--- src/common/mips_pkg.sv ---
`default_nettype none

package mips_pkg;

    localparam int XLEN        = 32;
    localparam int REG_ADDR_W  = 5;
    localparam int IMM_W       = 16;
    localparam int IMEM_DEPTH  = 256;
    localparam int IMEM_ADDR_W = 8;

    // Primary opcodes
    localparam logic [5:0] OP_RTYPE = 6'h00;
    localparam logic [5:0] OP_ADDIU = 6'h09;
    localparam logic [5:0] OP_SLTI  = 6'h0a;
    localparam logic [5:0] OP_ANDI  = 6'h0c;
    localparam logic [5:0] OP_ORI   = 6'h0d;
    localparam logic [5:0] OP_XORI  = 6'h0e;
    localparam logic [5:0] OP_LUI   = 6'h0f;
    localparam logic [5:0] OP_HALT  = 6'h3f;

    // R-type function codes
    localparam logic [5:0] FN_SLL  = 6'h00;
    localparam logic [5:0] FN_SRL  = 6'h02;
    localparam logic [5:0] FN_ADDU = 6'h21;
    localparam logic [5:0] FN_SUBU = 6'h23;
    localparam logic [5:0] FN_AND  = 6'h24;
    localparam logic [5:0] FN_OR   = 6'h25;
    localparam logic [5:0] FN_XOR  = 6'h26;
    localparam logic [5:0] FN_NOR  = 6'h27;
    localparam logic [5:0] FN_SLT  = 6'h2a;

    typedef enum logic [3:0] {
        ALU_ADD,
        ALU_SUB,
        ALU_AND,
        ALU_OR,
        ALU_XOR,
        ALU_NOR,
        ALU_SLT,
        ALU_SLL,
        ALU_SRL,
        ALU_PASS_B
    } alu_op_e;

    typedef struct packed {
        alu_op_e alu_op;
        logic    imm_b;
        logic    shamt_a;
        logic    reg_write;
        logic    halt;
    } ctrl_t;

    typedef struct packed {
        logic            valid;
        logic [XLEN-1:0] pc;
        logic [XLEN-1:0] instr;
    } fetch_t;

    typedef struct packed {
        logic                  valid;
        ctrl_t                 ctrl;
        logic [REG_ADDR_W-1:0] rs;
        logic [REG_ADDR_W-1:0] rt;
        logic [REG_ADDR_W-1:0] dst;
        logic [XLEN-1:0]       rs_data;
        logic [XLEN-1:0]       rt_data;
        logic [XLEN-1:0]       imm;
    } dec_ex_t;

    typedef struct packed {
        logic                  valid;
        logic                  we;
        logic [REG_ADDR_W-1:0] dst;
        logic [XLEN-1:0]       result;
    } wb_t;

endpackage

`default_nettype wire

--- src/fetch_unit.sv ---
`default_nettype none

module fetch_unit (
    input  wire                                i_clk,
    input  wire                                i_reset,
    input  wire                                i_fetch_grant,
    input  wire  [mips_pkg::XLEN-1:0]          i_fetch_word,
    input  wire                                i_halt_fetch,
    output logic [mips_pkg::IMEM_ADDR_W-1:0]   o_fetch_addr,
    output mips_pkg::fetch_t                   o_fetch,
    output logic [mips_pkg::XLEN-1:0]          o_pc
);
    import mips_pkg::*;

    logic [XLEN-1:0] pc_q;
    logic [XLEN-1:0] req_pc_q;
    logic            req_valid_q;
    logic            halt_q;

    // Byte PC to word address
    assign o_fetch_addr = pc_q[IMEM_ADDR_W+1:2];
    assign o_pc         = pc_q;

    always_ff @(posedge i_clk) begin
        if (i_reset) begin
            pc_q        <= '0;
            req_valid_q <= 1'b0;
            halt_q      <= 1'b0;
        end else begin
            if (i_halt_fetch) begin
                halt_q <= 1'b1;
            end
            req_valid_q <= i_fetch_grant && !halt_q;
            if (i_fetch_grant && !halt_q) begin
                pc_q <= pc_q + XLEN'(4);
            end
        end
    end

    always_ff @(posedge i_clk) begin
        if (i_fetch_grant) begin
            req_pc_q <= pc_q;
        end
    end

    // Word arrives from memory one cycle after the request
    always_comb begin
        o_fetch.valid = req_valid_q && !halt_q;
        o_fetch.pc    = req_pc_q;
        o_fetch.instr = i_fetch_word;
    end

    a_pc_frozen_after_halt: assert property (
        @(posedge i_clk) disable iff (i_reset)
        halt_q |=> $stable(pc_q)
    );

endmodule

`default_nettype wire

--- config.mk ---
export PLATFORM = sky130hd
export DESIGN_NAME = fetch_unit
export DESIGN_NICKNAME = d
export VERILOG_FILES = /design/src/common/mips_pkg.sv /design/src/fetch_unit.sv
export SDC_FILE = /design/constraint.sdc
export NUM_CORES = 1
export LEC_CHECK = 0
export BUFFER_PORTS_ARGS = -buffer_cell sky130_fd_sc_hd__buf_2
export CAP_MARGIN = 5
export CORE_ASPECT_RATIO = 1.1
export CORE_UTILIZATION = 45
export CTS_CLUSTER_SIZE = 20
export DETAILED_ROUTE_END_ITERATION = 12
export PLACE_DENSITY_LB_ADDON = 0.15
export SKIP_CTS_REPAIR_TIMING = 1
export SYNTH_ARGS = -nofsm -noshare
export SYNTH_HDL_FRONTEND = slang
export SYNTH_SLANG_ARGS = --single-unit
--- constraint.sdc ---
create_clock -name i_clk -period 2.7 [get_ports i_clk]
set_clock_uncertainty 0.05 [all_clocks]
set_input_delay 0 -clock i_clk [delete_from_list [all_inputs] [get_ports i_clk]]
set_output_delay 0 -clock i_clk [all_outputs]
set_load 0.1 [all_outputs]
# == After elaboration in Yosys (flattened, before gate mapping) ==
# Index checks and enable logic that the tools add are counted.
# word_totals
out_inout_bits,105
ff_bits,66
in_bits,36
word_cells,8
# classes
n_addsub,1
reduce_logical,3
# op_table
cell,n
"adder 32 x 3 -> 32 bit, second input constant",1
logical AND 1 bit,2
logical NOT 1 bit,1

# == Depth between registers and ports, before layout ==
# Gate-level depths: netlist (run 1).
# logic_depth
ltp_word,2
depth_mapped,6
depth_no_buf,5

# == Worst setup path before layout (run 1) ==
# Ideal clock, no wire load.
# synth_timing
kind,register to register
from,"register pc_q[6], in the netlist o_pc[6]"
to,"register pc_q[30], in the netlist o_pc[30]"
arrival_ns,2.672
path_buffers,1
period_less_slack_ns,2.843
path_stages_with_launch,6
setup_time_ns,0.121
required_ns,2.529
slack_ns,-0.143
cell_sequence,dfxtp_1 -> nand4_2 -> or4_1 -> buf_2 -> nor4_1 -> mux2_2
# synth_via
elab_chain_len,1
# synth_rtl
element,line_no,source
from (decl),fetch_unit.sv:15,logic [XLEN-1:0] pc_q;
from (signal assigned),fetch_unit.sv:35,pc_q <= pc_q + XLEN'(4);
adder 32 x 3 -> 32 bit,fetch_unit.sv:35,
# Every way passes these cells.
# A chain may end at the register's enable or synchronous reset.

# == Worst setup path in the final report (run 1) ==
# layout_timing
from,"register pc_q[2], in the netlist o_pc[2]"
to,"register pc_q[28], in the netlist o_pc[28]"
# Same word-level chain as after synthesis.

==> impl_metrics.ini, run 1 <==
[worst_setup_path]
regToRegStartpoint = o_pc[2]$_SDFFE_PP0P_
cp-start-kind = register
critical-path-slowest-cell = or3_1
path_buf_inv = 0
critical_path.max_fanout = 7
reg2regPathDepth = 5
critical-path-top-delay-family = simple AND/OR/NAND/NOR gates
critical-path-max-stage-delay_ns = 0.54
critical_path_class = register to register
critical_path_required_ns = 2.90
timing.reg2reg.setup_slack_ns = 0.53
critical_path.reg2reg.endpoint = o_pc[28]$_SDFFE_PP0P_
worstPathArrival_ns = 2.38
crit_path_end_kind = register
worstPathCellList = ha_1 > nand4b_1 > or3_1 > or4_1 > a21oi_1

[floorplan]
die_span_y_um = 84.3
floorplan.io_pins = 141
row_count = 29
die_area_um2 = 6470
die_width_um = 76.8
core-area_um2 = 5840
initial_core_util = 0.474

[place]
port_buffers = 72
detailed_place_hpwl_um = 3700
placed_instances = 354
place_congestion = 0.799

[clocking]
clock_tree_buf_depth = 2
insertion_delay_ns = 0.33
tritoncts = yes
number_of_buffers_created_by_cts = 9
h-tree-depth = 3
cts.clk_slew.worst_paths_ns = 0.06
cts.sink_count = 62
cts-root-buf = clkbuf_8

[synthesis]
synth_async_sr_flop_share = 0
synth-edff-count = 30
post_synth_num_cell_types = 33
syn_area_per_cell_um2 = 11.0
synth_top_family_by_area = simple AND/OR/NAND/NOR gates
synth_fa_ha_area_frac = 0.00452
cells_after_synth = 252
synth.ff_latch_count = 62
post_synth_and_or_nand_nor_area_fraction = 0.186
synth_sequential_area_ratio = 0.556
synth_compound_gate_area_share = 0.0479
synth.mux.area_fraction = 0.0239
yosys_warnings = 0
synth_area_um2 = 2770
ys.flop_type = dfxtp_1
post_synth_xor_area_fraction = 0.0411

[route]
wire_per_inst_um = 14.0
detail-route-antenna-nets = 0
routed-via-count = 2009
drt-pass1-iter-count = 6
detail_route.vias_per_cell = 5.00
drc = 0
drt_iter0_drc = 95
route.final.wire_length_um = 5630

[timing]
final_min_period_over_clock_period = 0.805
worst_tran_pin_value_ns = 0.989
timing.slew.headroom = 0.339
post-route-min-period_ns = 2.17
grt_setup_unrepaired = false
fmax_mhz = 460
drv_slew = 0
hold_violations = 0
report.final.setup_viol = 0

[finish]
drive_gt1_frac = 0.320
post-route-util = 0.582
area_growth_syn_to_layout_pct = 22.8
stdcell_count = 402
nNetsFinal = 358
diodes = 0

[power_and_ir_drop]
seq_power_share = 0.469
vdd_ir_drop_max_mv = 0.364
swShare = 0.337
power.share.combinational = 0.211
switching_power_w = 0.000727
total_leakage_power_nw = 1.43
internal_power_w = 0.00143
power-per-cell-area_nw_per_um2 = 635
clock_power_share = 0.320

[global_route]
grt_pass1_wl_um = 8390
grt_start_max_net_pins = 38
grt_antenna_before_repair = 0
gr_overflow_total = 0
grtUsageTotal = 0.171
first_global_vias = 1637

[flow_run]
cap_viol_max_count = 0

[worst_hold_path]
hold_path.class = input port to register
worst_hold_startpoint = i_fetch_grant
worstHoldEndpoint = req_pc_q[6]$_DFFE_PP_
hold-path-cell-count = 1

[status]
outcome = finished, final reports clean
==> final cells by class <==
| class | count | area, µm² |
|---|---|---|
| clock inverters | 2 | 7.51 |
| well taps | 77 | 96.3 |
| clock buffers | 13 | 159 |
| inverters | 5 | 18.8 |
| multi-input cells | 135 | 855 |
| flip-flops and latches | 62 | 1550 |
| fillers | 518 | 2440 |
| repair buffers | 108 | 713 |
==> through the flow <==
step                      setup TNS, ns  area, µm²  power (W)  setup slack [ns]  hold WS (ns)
after detailed placement              0       2900    0.00126             0.523       -0.0493
after global placement                0       2900    0.00126             0.541       -0.0493
after global routing                  0       3400    0.00223             0.362       0.00751
after CTS                             0       3070    0.00196             0.506        -0.183
final                                 0       3400    0.00216             0.526        0.0107
after floorplan                 -0.0269       2790    0.00146           -0.0269        0.0625
==> worst max path at each step <==
| stage | cells after the start | to | startpoint |
|---|---|---|---|
| final | 5 | o_pc[28]$_SDFFE_PP0P_ | o_pc[2]$_SDFFE_PP0P_ |
| after global placement | 5 | o_pc[28]$_SDFFE_PP0P_ | o_pc[2]$_SDFFE_PP0P_ |
| after floorplan | 5 | o_pc[30]$_SDFFE_PP0P_ | o_pc[11]$_SDFFE_PP0P_ |
| after CTS | 5 | o_pc[28]$_SDFFE_PP0P_ | o_pc[2]$_SDFFE_PP0P_ |
| after detailed placement | 5 | o_pc[28]$_SDFFE_PP0P_ | o_pc[2]$_SDFFE_PP0P_ |
| after global routing | 4 | o_pc[30]$_SDFFE_PP0P_ | o_pc[5]$_SDFFE_PP0P_ |
==> synth_stat cells (2+ instances only) <==
library cell / number / area share
nor2_1: 22 / 0.030
or4_1: 11 / 0.030
xnor2_1: 7 / 0.022
buf_4: 44 / 0.12
xor2_1: 6 / 0.019
and4_1: 3 / 0.0095
edfxtp_1: 30 / 0.33
dfxtp_1: 32 / 0.23
a21oi_1: 11 / 0.020
nand4_2: 2 / 0.0090
or3_1: 3 / 0.0068
buf_2: 2 / 0.0036
nor4_1: 5 / 0.011
and2_1: 2 / 0.0045
mux2_2: 5 / 0.020
inv_1: 5 / 0.0068
o21ai_0: 2 / 0.0036
o31ai_1: 9 / 0.024
nand3_1: 8 / 0.014
buf_1: 3 / 0.0041
nand4_1: 4 / 0.0090
clkbuf_1: 4 / 0.0054
nor3_1: 6 / 0.011
nor2b_1: 7 / 0.016
nand2_1: 11 / 0.015
==> metal layers <==
layer	up-vias	track usage	wire [µm]
met5	-	0	0
met4	0	0.129	114
met3	11	0.0435	376
met2	94	0.247	2600
met1	917	0.219	2530
li1	987	-	-
==> kinds of logic (layout without fill, tap and decap cells) <==
| kind of cell | count (synthesis) | in the layout |
|---|---|---|
| simple gates | 89 | 89 |
| flops | 62 | 62 |
| buf+inv | 58 | 128 |
| compound gates | 22 | 22 |
| xor+xnor | 13 | 13 |
| mux | 6 | 6 |
| fa+ha+maj | 1 | 1 |
| other cells | 1 | 4 |
==> power by group through the flow <==
| stage | logic, W | clock network, W | registers (W) |
|---|---|---|---|
| 2_1_floorplan | 0.000301 | 0 | 0.00116 |
| 3_3_place_gp | 0.000231 | 0 | 0.00103 |
| 3_5_place_dp | 0.000231 | 0 | 0.00103 |
| 4_1_cts | 0.000231 | 0.000714 | 0.00101 |
| 5_1_grt | 0.000466 | 0.000752 | 0.00101 |
| 6_report | 0.000457 | 0.000690 | 0.00101 |
==> registers in the layout (all words and copies together) (netlist names) <==
name / flops
o_pc: 30
req_pc_q: 30
halt_q: 1
req_valid_q: 1
==> cell usage in the layout (no fill, tap or decap), types with 2 or more instances in the layout <==
cell	netlist	final
buf_2	2	72
nand2_1	11	11
dfxtp_1	32	24
conb_1	1	4
o31ai_1	9	9
nor4_1	5	5
nor2_1	22	22
buf_4	44	3
or3_1	3	3
nand4_1	4	4
xor2_1	6	6
nand4_2	2	2
nand3_1	8	8
clkbuf_8	0	11
clkbuf_1	4	2
and4_1	3	3
edfxtp_1	30	30
nor2b_1	7	7
o21ai_0	2	2
xnor2_1	7	7
mux2_2	5	5
dlygate4sd3_1	0	33
inv_1	5	5
clkinv_1	0	2
a21oi_1	11	11
and2_1	2	2
nor3_1	6	6
or4_1	11	11
dfxtp_2	0	8
No activity file was read; power rests on OpenSTA's default activity.
==> run 2, diff against run 1 <==
==> constraint.sdc (replaced) <==
create_clock -name i_clk -period 2.1 [get_ports i_clk]
set_clock_uncertainty 0.05 [all_clocks]
set_input_delay 0 -clock i_clk [delete_from_list [all_inputs] [get_ports i_clk]]
set_output_delay 0 -clock i_clk [all_outputs]
set_load 0.1 [all_outputs]
==> impl_metrics.ini, run 2 (synthesis results as in run 1) <==
[worst_setup_path]
reg2regPathDepth = 4
critical_path.max_fanout = 8
critical_path.reg2reg.endpoint = o_pc[30]$_SDFFE_PP0P_
critical-path-top-delay-family = simple AND/OR/NAND/NOR gates
critical-path-slowest-cell = or4_1
critical_path_required_ns = 2.28
regToRegStartpoint = o_pc[6]$_SDFFE_PP0P_
worstPathCellList = nand4_4 > or4_1 > nor4_2 > mux2_2
critical_path_class = register to register
cp-start-kind = register
timing.reg2reg.setup_slack_ns = 0.11
path_buf_inv = 0
critical-path-max-stage-delay_ns = 0.64
crit_path_end_kind = register
worstPathArrival_ns = 2.16

[finish]
mostFrequentLayoutCell = buf_2
filler_cell_count = 499
area.sequential_um2 = 1610
multi_input_area_um2 = 901
most-common-layout-cells = buf_2 (72), dlygate4sd3_1 (33), edfxtp_1 (30)
diodes = 0
drive_gt1_frac = 0.383
area_growth_syn_to_layout_pct = 26.8
nNetsFinal = 361

[power_and_ir_drop]
internal_power_w = 0.00177
swShare = 0.346
clock_power_share = 0.308
total_leakage_power_nw = 1.46
power_w = 0.00271
power-per-cell-area_nw_per_um2 = 771
seq_power_share = 0.475
power.share.combinational = 0.218
switching_power_w = 0.000939
vdd_ir_drop_max_mv = 0.502

[route]
wire_per_inst_um = 14.3
routed-via-count = 2036
route.final.wire_length_um = 5810
detail-route-antenna-nets = 0
drt_iter0_drc = 87
detail_route.vias_per_cell = 5.01
drc = 0
drt-pass1-iter-count = 4

[global_route]
first_global_vias = 1737
grt_antenna_before_repair = 0
grt_start_max_net_pins = 38
grt_pass1_wl_um = 8780
grtUsageTotal = 0.179
gr_overflow_total = 0

[timing]
fmax_mhz = 503
post-route-min-period_ns = 1.99
final_min_period_over_clock_period = 0.946
grt_setup_unrepaired = false
timing.slew.headroom = 0.340
fin_tns_setup_ns = 0
drv_slew = 0
report.final.setup_viol = 0
hold_violations = 0
worst_tran_pin_value_ns = 0.987

[floorplan]
floorplan.io_pins = 141
row_count = 29
core-area_um2 = 5840
die_span_y_um = 84.3
initial_core_util = 0.474
die_width_um = 76.8
die_area_um2 = 6470

[clocking]
cts.sink_count = 62
h-tree-depth = 3
cts.clk_slew.worst_paths_ns = 0.06
insertion_delay_ns = 0.33
cts-root-buf = clkbuf_8
clock_tree_buf_depth = 2
tritoncts = yes
number_of_buffers_created_by_cts = 9

[place]
place_congestion = 0.746
port_buffers = 72
detailed_place_hpwl_um = 3840

[status]
outcome = finished, final reports clean

[worst_hold_path]
worst_hold_startpoint = i_fetch_grant
hold_path.class = input port to register
worstHoldEndpoint = req_pc_q[3]$_DFFE_PP_
hold-path-cell-count = 2

[flow_run]
cap_viol_max_count = 0
[run 2: per-layer routing]
| metal | GRT usage | share of wire |
|---|---|---|
| met5 | 0 | 0 |
| met4 | 0.143 | 0.024 |
| met3 | 0.0359 | 0.056 |
| met2 | 0.259 | 0.48 |
| met1 | 0.232 | 0.44 |
[run 2: cell type report]
type                       instances  share of cell area
sequential                        62               0.458
multi-input combinational        135               0.257
timing repair buffer             111               0.209
clock buffer                      14              0.0406
tap                               77              0.0274
inverter                           5             0.00534
clock inverter                     2             0.00249
[run 2: worst reg2reg max path, delay by kind of cell, from the launching register on]
kind	cells	cell delay, ns
AND/OR/NAND/NOR	3	1.08
multiplexers	1	0.36
flip-flops	1	0.40
[run 2: how the worst max path moves through the flow]
stage / from / to / slack (ns) / cells past startpoint
finish: o_pc[6]$_SDFFE_PP0P_ / o_pc[30]$_SDFFE_PP0P_ / 0.11 / 4
global route: o_pc[6]$_SDFFE_PP0P_ / o_pc[30]$_SDFFE_PP0P_ / 0.05 / 4
CTS: halt_q$_SDFFE_PP0P_ / o_pc[29]$_SDFFE_PP0P_ / 0.05 / 4
detailed placement: o_pc[6]$_SDFFE_PP0P_ / o_pc[30]$_SDFFE_PP0P_ / 0.07 / 4
global placement: halt_q$_SDFFE_PP0P_ / o_pc[27]$_SDFFE_PP0P_ / 0.13 / 4
floorplan: o_pc[5]$_SDFFE_PP0P_ / o_pc[30]$_SDFFE_PP0P_ / -0.06 / 5
[run 2: stage by stage]
step / cells / worst slack (ns) / instance area [µm²] / hold WS (ns) / util
2_1_floorplan: 255 / -0.0625 / 2890 / 0.0625 / -
6_report: 406 / 0.113 / 3510 / 0.0717 / 0.601
4_1_cts: 373 / 0.0498 / 3170 / -0.163 / 0.543
3_5_place_dp: 357 / 0.0712 / 3020 / -0.0493 / 0.517
5_1_grt: 406 / 0.0519 / 3510 / 0.0852 / 0.601
3_3_place_gp: 357 / 0.128 / 3020 / -0.0493 / 0.517
[run 2: power groups by stage]
stage	clock network (W)	registers [W]	logic (W)
finish	0.000834	0.00129	0.000590
global route	0.000909	0.00129	0.000601
CTS	0.000856	0.00129	0.000301
detailed placement	0	0.00131	0.000300
global placement	0	0.00131	0.000299
floorplan	0	0.00147	0.000388
