### config.mk
export PLATFORM = sky130hd
export DESIGN_NAME = execute_unit
export DESIGN_NICKNAME = d
export VERILOG_FILES = /design/src/common/mips_pkg.sv /design/src/execute/execute_unit.sv
export SDC_FILE = /design/constraint.sdc
export NUM_CORES = 1
export LEC_CHECK = 0
export ABC_CLOCK_PERIOD_IN_PS = 4900
export BUFFER_PORTS_ARGS = -buffer_cell sky130_fd_sc_hd__buf_2
export CORE_MARGIN = 8
export CORE_UTILIZATION = 35
export DETAILED_ROUTE_END_ITERATION = 10
export PLACE_DENSITY = 0.57
export SYNTH_ARGS = -nofsm -noshare
export SYNTH_HDL_FRONTEND = slang
export SYNTH_SLANG_ARGS = --single-unit
### constraint.sdc
create_clock -name i_clk -period 4.9 [get_ports i_clk]
set_input_delay 0.245 -clock i_clk [delete_from_list [all_inputs] [get_ports i_clk]]
set_output_delay 0.245 -clock i_clk [all_outputs]
set_load 0.02 [all_outputs]
### src/common/mips_pkg.sv
`default_nettype none

package mips_pkg;

    localparam int XLEN        = 32;
    localparam int REG_ADDR_W  = 5;
    localparam int IMM_W       = 16;
    localparam int IMEM_DEPTH  = 256;
    localparam int IMEM_ADDR_W = 8;

    // Primary opcodes
    localparam logic [5:0] OP_RTYPE = 6'h00;
    localparam logic [5:0] OP_ADDIU = 6'h09;
    localparam logic [5:0] OP_SLTI  = 6'h0a;
    localparam logic [5:0] OP_ANDI  = 6'h0c;
    localparam logic [5:0] OP_ORI   = 6'h0d;
    localparam logic [5:0] OP_XORI  = 6'h0e;
    localparam logic [5:0] OP_LUI   = 6'h0f;
    localparam logic [5:0] OP_HALT  = 6'h3f;

    // R-type function codes
    localparam logic [5:0] FN_SLL  = 6'h00;
    localparam logic [5:0] FN_SRL  = 6'h02;
    localparam logic [5:0] FN_ADDU = 6'h21;
    localparam logic [5:0] FN_SUBU = 6'h23;
    localparam logic [5:0] FN_AND  = 6'h24;
    localparam logic [5:0] FN_OR   = 6'h25;
    localparam logic [5:0] FN_XOR  = 6'h26;
    localparam logic [5:0] FN_NOR  = 6'h27;
    localparam logic [5:0] FN_SLT  = 6'h2a;

    typedef enum logic [3:0] {
        ALU_ADD,
        ALU_SUB,
        ALU_AND,
        ALU_OR,
        ALU_XOR,
        ALU_NOR,
        ALU_SLT,
        ALU_SLL,
        ALU_SRL,
        ALU_PASS_B
    } alu_op_e;

    typedef struct packed {
        alu_op_e alu_op;
        logic    imm_b;
        logic    shamt_a;
        logic    reg_write;
        logic    halt;
    } ctrl_t;

    typedef struct packed {
        logic            valid;
        logic [XLEN-1:0] pc;
        logic [XLEN-1:0] instr;
    } fetch_t;

    typedef struct packed {
        logic                  valid;
        ctrl_t                 ctrl;
        logic [REG_ADDR_W-1:0] rs;
        logic [REG_ADDR_W-1:0] rt;
        logic [REG_ADDR_W-1:0] dst;
        logic [XLEN-1:0]       rs_data;
        logic [XLEN-1:0]       rt_data;
        logic [XLEN-1:0]       imm;
    } dec_ex_t;

    typedef struct packed {
        logic                  valid;
        logic                  we;
        logic [REG_ADDR_W-1:0] dst;
        logic [XLEN-1:0]       result;
    } wb_t;

endpackage

`default_nettype wire

### src/execute/execute_unit.sv
`default_nettype none

module execute_unit (
    input  wire                                i_clk,
    input  wire                                i_reset,
    input  wire  mips_pkg::dec_ex_t            i_dec_ex,
    output mips_pkg::wb_t                      o_wb,
    output logic                               o_halted
);
    import mips_pkg::*;

    logic            fwd_rs;
    logic            fwd_rt;
    logic [XLEN-1:0] rs_val;
    logic [XLEN-1:0] rt_val;
    logic [XLEN-1:0] alu_a;
    logic [XLEN-1:0] alu_b;
    logic [XLEN-1:0] alu_y;
    logic            halt_wb_q;

    // Forward from the result registered last cycle
    assign fwd_rs = o_wb.valid && o_wb.we && (o_wb.dst == i_dec_ex.rs) && (i_dec_ex.rs != '0);
    assign fwd_rt = o_wb.valid && o_wb.we && (o_wb.dst == i_dec_ex.rt) && (i_dec_ex.rt != '0);

    assign rs_val = fwd_rs ? o_wb.result : i_dec_ex.rs_data;
    assign rt_val = fwd_rt ? o_wb.result : i_dec_ex.rt_data;

    // Shift amount sits in bits 10:6 of the zero-extended low half
    assign alu_a = i_dec_ex.ctrl.shamt_a ? {{(XLEN-5){1'b0}}, i_dec_ex.imm[10:6]} : rs_val;
    assign alu_b = i_dec_ex.ctrl.imm_b ? i_dec_ex.imm : rt_val;

    always_comb begin
        case (i_dec_ex.ctrl.alu_op)
            ALU_ADD:    alu_y = alu_a + alu_b;
            ALU_SUB:    alu_y = alu_a - alu_b;
            ALU_AND:    alu_y = alu_a & alu_b;
            ALU_OR:     alu_y = alu_a | alu_b;
            ALU_XOR:    alu_y = alu_a ^ alu_b;
            ALU_NOR:    alu_y = ~(alu_a | alu_b);
            ALU_SLT:    alu_y = {{(XLEN-1){1'b0}}, $signed(alu_a) < $signed(alu_b)};
            ALU_SLL:    alu_y = alu_b << alu_a[4:0];
            ALU_SRL:    alu_y = alu_b >> alu_a[4:0];
            ALU_PASS_B: alu_y = alu_b;
            default:    alu_y = '0;
        endcase
    end

    always_ff @(posedge i_clk) begin
        if (i_reset) begin
            o_wb      <= '0;
            halt_wb_q <= 1'b0;
            o_halted  <= 1'b0;
        end else begin
            o_wb.valid  <= i_dec_ex.valid;
            o_wb.we     <= i_dec_ex.valid && i_dec_ex.ctrl.reg_write && (i_dec_ex.dst != '0);
            o_wb.dst    <= i_dec_ex.dst;
            o_wb.result <= alu_y;
            halt_wb_q   <= i_dec_ex.valid && i_dec_ex.ctrl.halt;
            // Sticky until reset
            if (halt_wb_q) begin
                o_halted <= 1'b1;
            end
        end
    end

    a_no_write_to_r0: assert property (
        @(posedge i_clk) disable iff (i_reset)
        (o_wb.valid && o_wb.we) |-> (o_wb.dst != '0)
    );

endmodule

`default_nettype wire

# --- After elaboration in Yosys (flattened, before gate mapping) ---
# Cells that the tools add are included.
classes:
  n_bitwise: 4
  muxes: 5
  n_eq_ne: 11
  shift: 2
  n_reduce_logical: 12
  addsub: 2
  mul: 0
  div_mod_pow: 0
  magnitude_cmp: 1
ops:
  columns: ["operator", "count"]
  rows:
  - ["$pmux 32 s10", 1]
  - ["$mux 32", 4]
  - ["$add 32x32->32", 1]
  - ["$and 32x32->32", 1]
  - ["$lt 32x32->1", 1]
  - ["$not 32->32", 1]
  - ["$or 32x32->32", 1]
  - ["$shl 32x5->32", 1]
  - ["$shr 32x5->32", 1]
  - ["$sub 32x32->32", 1]
  - ["$xor 32x32->32", 1]
  - ["$eq 4x3->1 const B", 4]
  - ["$reduce_bool 5->1", 3]
  - ["$eq 5x5->1", 2]
  - ["$eq 4x2->1 const B", 2]
  - ["$eq 4x4->1 const B", 2]
  - ["$logic_and 1x1->1", 8]
  - ["$eq 4x1->1 const B", 1]
  - ["$logic_not 4->1", 1]
word_totals:
  rom_bits: 0
  mem_bits_rw: 0
  in_bits: 122
  latchBits: 0
  ff_bits: 41
  n_memories: 0
  elab_cells: 43

# --- Longest topological paths before layout ---
# Gate-level depths: netlist (run 1).
logic_depth:
  word_depth: 8
  depth_mapped: 20

# --- Least setup slack after synthesis (run 1) ---
# OpenSTA, ideal clock, no wires.
synth_timing:
  kind: "reg2reg"
  from: "register o_wb[32] (netlist bit)"
  to: "register o_wb[26] (netlist bit)"
  arrival_time_ps: 4456
  path_stages_with_launch: 19
  t_required_ps: 4767
  slack_ps: 312
  setup_time_ps: 133
  path_cell_list: "dfxtp_1 nor4_2 o21ai_1 nand3_1 buf_2 buf_1 mux2i_1 or2_2 ha_1 clkbuf_1 or3_1 nor3_1 o311ai_1 a21oi_1 and3_1 o32ai_1 a221o_1 o21ai_0 a31oi_1"
synth_between:
  elab_chain_len: 8
  elab_cells_between_ends: 19
  classes_between: "add/sub (2); eq/ne (2); shift (2); mux (5); bitwise (4); reduce/logical (4)"
synth_lines:
  columns: ["item", "line_no", "rtl"]
  rows:
  - ["from (decl)", "execute_unit.sv:7", "output mips_pkg::wb_t o_wb,"]
  - ["parallel branches: the longest is 7 deep, another holds $sub 32x32->32", null, null]
  - ["$pmux 32 s10 (*)", "execute_unit.sv:33", "case (i_dec_ex.ctrl.alu_op)"]
# Every way passes the cells marked *.
# A chain may end at the register's enable or synchronous reset.

# --- Worst setup path after layout (run 1) ---
layout_timing:
  from: "register o_wb[36] (netlist bit)"
  to: "register o_wb[30] (netlist bit)"
# Same word-level chain as after synthesis.

==> reports/results.tsv, run 1 <==
metric	value	unit
synth_cell_types	86	
drt_iter0_markers	2172	
grt_pass1_wl	93600	um
die_w	198	um
cpPeakStageDelay	0.49	ns
end_kind	flip-flop	
rsz0062_at_grt	true	
wl_per_cell	28.0	um
peakVddDrop	117	uV
grt_remaining_overflow	0	
io_buffers	161	
antenna_left	0	
clock_path_buffers	2	
die_area	39300	um^2
hp-start	i_dec_ex[111]	
routed_via_density	6.48	
reg2reg_slack	0.14	ns
row_count	66	
reg2reg_depth	18	
ys_ff_latch	41	
worstSetupPathType	reg2reg	
wirelength	64500	um
cap_violations	0	
seq_power_share	15.1	%
clock-sinks	41	
synth_cells	1681	
maxSlewViolCount	0	
internal_power	1230	uW
syn_to_final_growth	17.6	%
status	completed	
die_h	198	um
crit_chain	or2_1, o21a_2, buf_12, o31ai_2, a31oi_2, ha_1, buf_4, nor2_1, o311a_1, o311ai_1, a21oi_2, and3_1, o32ai_1, buf_4, o21a_1, xnor2_1, nand2_1, a31oi_1	
root_buffer	clkbuf_16	
grt_pass1_vias	13900	
synth.area.top_cells	mux2i_1 (12%), ha_1 (11%), dfxtp_1 (7.1%)	
fin_cells	2303	
clk_pin_slew	0.08	ns
netlist_area	11600	um^2
cts_tree	yes	
p_leak	0.00619	uW
synth_common_cells	nand2_1 (155), mux2i_1 (139), nor2_1 (139), o21ai_0 (111), a21oi_1 (103)	
reg2reg_from	o_wb[36]	
cts_inserted_buffers	5	
rr_endpoint	o_wb[30]	
p_clk_share	14.5	%
ios	162	
synth-async-reset-ratio	0	%
worst-path-max-fanout	31	
pwr_density_cell	196	nW/um^2
fillerInstances	3494	
final_nets	2080	
syn-num-nets	1903	
yosys.area.top_type	mux2i_1	
dp.cells	2293	
final_util	41.9	%
h-tree-depth	2	
ys_seq_area_share	7.06	%
p_sw_share	54.2	%
arrival	5.01	ns
switching_power	1450	uW
start_kind	flip-flop	
post-route-period-util	97.2	%
antenna_found_initial	3	
ys.flop_type	dfxtp_1	
hold_viol_final	0	
start_util	35.7	%
crit_top_cell	buf_4	
grt_usage	31.4	%
grt_max_degree	58	
crit_family	compound AO/OA/AOI/OAI gates	
crit_slowest_cell	o311ai_1	
cp_num_cells	18	
hp-class	in2reg	
via_count	14900	
crit_buf_inv	3	
max_slew_margin	21.1	%
post-route-min-period	4.76	ns
synth_top_area_share	12.0	%
place_hpwl	51200	um
whs_path_depth	2	
core	32600	um^2
cp_data_required_time	5.14	ns
worstMarginPinSlew	1.18	ns
clock_latency	0.31	ns
setup_viol	0	
pwr-share-comb	70.4	%
gp_congestion	1.03	
fmax	0.210	GHz
syn_avg_cell_area	6.92	um^2
startpoint	o_wb[36]	
worst_clock_skew	0.0162	ns
drive_above_1_share	21.6	%
drc	0	
power	2680	uW
drt-pass1-iter-count	8	
yosysWarnings	0	
hold_end	halt_wb_q	
synth_edf_count	0	
synth.most_common_cell	nand2_1	
-- layout make-up --
cell class                 count  area, um^2  share of cell area [%]
antenna                        2        5.00                  0.0366
clock buffer                   6         139                    1.02
clock inverter                 2        13.8                   0.101
inverter                      95         359                    2.62
multi-input combinational   1420        9950                    72.8
sequential                    41         821                    6.00
tap                          442         553                    4.04
timing repair buffer         295        1840                    13.4
-- power groups by stage --
| stage | Clock (uW) | Combinational, uW | Sequential (uW) |
|---|---|---|---|
| 3_5_place_dp | 0 | 1810 | 409 |
| 6_report | 388 | 1890 | 405 |
| 2_1_floorplan | 0 | 1090 | 415 |
| 4_1_cts | 389 | 1820 | 401 |
| 5_1_grt | 397 | 1990 | 406 |
| 3_3_place_gp | 0 | 1810 | 410 |
-- cells by family (layout without fill, tap and decap cells) --
kind of cell / count (synthesis) / after routing / share of synthesized area, %
fa+ha+maj: 100 / 100 / 10.9
buf+inv: 220 / 398 / 8.02
compound gates: 582 / 582 / 35.2
simple gates: 569 / 569 / 24.2
flops: 41 / 41 / 7.06
xor+xnor: 19 / 19 / 1.43
mux: 150 / 150 / 13.2
other cells: 0 / 2 / 0
-- registers in the layout, summed over array words and instances, names as in the netlist --
name       count
halt_wb_q      1
o_halted       1
o_wb          39
-- worst max-delay path by stage --
stage	endpoint	slack [ns]
after floorplan	o_wb[26]	0.31
after global placement	o_wb[27]	0.10
after detailed placement	o_wb[27]	0.07
after CTS	o_wb[27]	0.04
after global routing	o_wb[27]	-0.06
final	o_wb[30]	0.14
-- per-stage QoR --
stage          TNS (ns)  instance area (um^2)  hold slack (ns)  worst slack [ns]
6_report              0                 13700            0.148             0.138
4_1_cts               0                 13600            0.144            0.0393
3_5_place_dp          0                 13500            0.442            0.0700
2_1_floorplan         0                 11600            0.317             0.312
5_1_grt          -0.172                 13700            0.146           -0.0623
3_3_place_gp          0                 13500            0.433             0.100
-- cells in the final DEF (no fill, tap or decap), drive strengths merged, types with 13 or more instances in the layout --
| cell type | synthesis | layout |
|---|---|---|
| a21oi | 104 | 104 |
| nand3 | 61 | 61 |
| nor2 | 139 | 139 |
| a31oi | 38 | 38 |
| nand4 | 40 | 40 |
| o31ai | 22 | 22 |
| nor4 | 15 | 15 |
| buf | 51 | 295 |
| o22ai | 23 | 23 |
| inv | 95 | 95 |
| a221o | 15 | 15 |
| o211ai | 28 | 28 |
| nand2 | 155 | 155 |
| a21o | 15 | 15 |
| a22oi | 30 | 30 |
| dfxtp | 41 | 41 |
| or2 | 30 | 30 |
| a211oi | 17 | 17 |
| mux2i | 140 | 140 |
| nand2b | 13 | 13 |
| ha | 98 | 98 |
| xnor2 | 18 | 18 |
| nor2b | 64 | 64 |
| nor3 | 25 | 25 |
| a221oi | 50 | 50 |
| o21ai | 132 | 132 |
-- repair_timing --
action / CTS / global route
setup endpoints to repair: 0 / 13
resized for setup: 0 / 9
hold buffers: 0 / 0
hold endpoints to repair: 0 / 0
buffers inserted: 0 / 0
-- per-layer routing --
| layer | part of all wire [%] | up-vias | global-route usage (%) |
|---|---|---|---|
| met1 | 43 | 7173 | 42.9 |
| met4 | 3.3 | 2 | 10.6 |
| li1 | - | 6649 | - |
| met3 | 12 | 137 | 8.81 |
| met5 | 0.019 | - | 0 |
| met2 | 42 | 966 | 46.4 |
(Power assumes the default switching activity.)
==> inputs of run 2 (changes only) <==
--- a/config.mk
+++ b/config.mk
@@ -11,6 +11,7 @@
 export CORE_UTILIZATION = 35
 export DETAILED_ROUTE_END_ITERATION = 10
 export PLACE_DENSITY = 0.57
+export SETUP_SLACK_MARGIN = 0.5
 export SYNTH_ARGS = -nofsm -noshare
 export SYNTH_HDL_FRONTEND = slang
 export SYNTH_SLANG_ARGS = --single-unit
==> run 2 against run 1 <==
  * Clock-buffer cell count down 1
  * Via count up 1.9%
  * Final area up 5.2%
  * Register-to-register slack better by 0.48 ns
  * Die area unchanged
  * Core utilization up 2.2 points
  * Fmax up 11%
  * Non-clock buffer count up 30
  * Critical endpoint is now o_wb[22]
==> reports/results.tsv, run 2 (synthesis results as in run 1) <==
metric	value	unit
largest_reg_flops	39	
hp-start	i_dec_ex[111]	
crit_chain	or2_1, o21ai_4, nand3_2, buf_12, mux2i_4, or2_2, ha_1, a211oi_1, o21bai_1, a2111oi_1, o21ai_1, nor2_1, o21ba_2, o22ai_1, o21ai_0, a21oi_1	
row_count	66	
grt_usage	32.4	%
grt_remaining_overflow	0	
max_slew_margin	35.6	%
final_common_cell	buf_2	
crit_slowest_cell	a2111oi_1	
p_leak	0.00645	uW
cts_inserted_buffers	5	
clock_path_buffers	2	
root_buffer	clkbuf_16	
hp-class	in2reg	
via_count	15200	
worst_clock_skew	0.0136	ns
place_hpwl	52500	um
end_kind	flip-flop	
top_regs	o_wb x39, halt_wb_q x1, o_halted x1	
final_cell_mix	buf_2 (161), nand2_1 (155), buf_4 (155), mux2i_1 (138), nor2_1 (134)	
post-route-min-period	4.28	ns
die_w	198	um
final_util	44.1	%
h-tree-depth	2	
drc	0	
wirelength	66700	um
final_nets	2110	
grt_pass1_wl	96300	um
syn_to_final_growth	23.7	%
startpoint	o_wb[36]	
cp_data_required_time	5.08	ns
arrival	4.46	ns
drt-pass1-iter-count	8	
fmax	0.234	GHz
die_area	39300	um^2
start_util	35.7	%
hold_viol_final	0	
cpPeakStageDelay	0.43	ns
tns	0	ns
antenna_cells	0	
reg2reg_from	o_wb[36]	
start_kind	flip-flop	
antenna_found_initial	2	
crit_family	compound AO/OA/AOI/OAI gates	
ios	162	
cts_tree	yes	
rsz0062_at_grt	true	
drive_above_1_share	25.5	%
top_register	o_wb	
antenna_left	0	
grt_max_degree	61	
routed_via_density	6.53	
reg2reg_slack	0.62	ns
clk_pin_slew	0.08	ns
clock-sinks	41	
io_buffers	161	
peakVddDrop	131	uV
wl_per_cell	28.6	um
worst-path-max-fanout	11	
clock_latency	0.32	ns
pwr_density_cell	198	nW/um^2
core	32600	um^2
worstSetupPathType	reg2reg	
maxSlewViolCount	0	
gp_congestion	1.05	
grt_pass1_vias	14400	
drt_iter0_markers	1842	
setup_viol	0	
crit_buf_inv	1	
status	completed	
cap_violations	0	
post-route-period-util	87.4	%
die_h	198	um
worstMarginPinSlew	0.965	ns
==> run 2: final cells by class <==
type                    count  area, um^2
flip-flops and latches     41         836
multi-input cells        1420       10300
clock buffers               5         125
inverters                  95         359
clock inverters             3        46.3
well taps                 442         553
fillers                  3433       18200
repair buffers            325        2130
==> run 2: power by group <==
| part | internal, uW | total [uW] | switching [uW] | leakage, uW |
|---|---|---|---|---|
| logic | 724 | 2000 | 1280 | 0.00603 |
| registers | 358 | 407 | 49.3 | 0.000339 |
| clock network | 243 | 439 | 196 | 0.0000800 |
==> run 2: final timing paths <==
kind,endpoint,depth (start not counted)
worst max-delay path,o_wb[22],16
worst min-delay path,halt_wb_q,2
worst min register to register,o_halted,2
worst max register to register,o_wb[22],16
==> run 2: metrics by stage <==
step | power (uW) | worst slack, ns | hold WS [ns] | instances | instance area [um^2]
final | 2850 | 0.617 | 0.126 | 2331 | 14400
after global routing | 2960 | 0.451 | 0.148 | 2331 | 14400
after CTS | 2710 | 0.465 | 0.129 | 2324 | 14000
after global placement | 2260 | 0.203 | 0.428 | 2315 | 13700
after floorplan | 1500 | 0.474 | 0.309 | 1681 | 11600
after detailed placement | 2250 | 0.171 | 0.436 | 2315 | 13700
==> run 2: repair_timing <==
action	in CTS	in global routing
resized for setup	19	75
hold buffers	0	0
buffers inserted	1	6
pin swaps	2	20
endpoints found under the setup margin	14	17
cloned	0	1
==> run 2: metal layers <==
metal	part of all wire (%)	GRT usage (%)	up-vias	routed length, um
met1	42	44.1	7255	27900
met2	41	48.2	1078	27600
li1	-	-	6719	-
met5	0	0	-	0
met3	13	9.42	160	8630
met4	3.8	10.0	0	2540
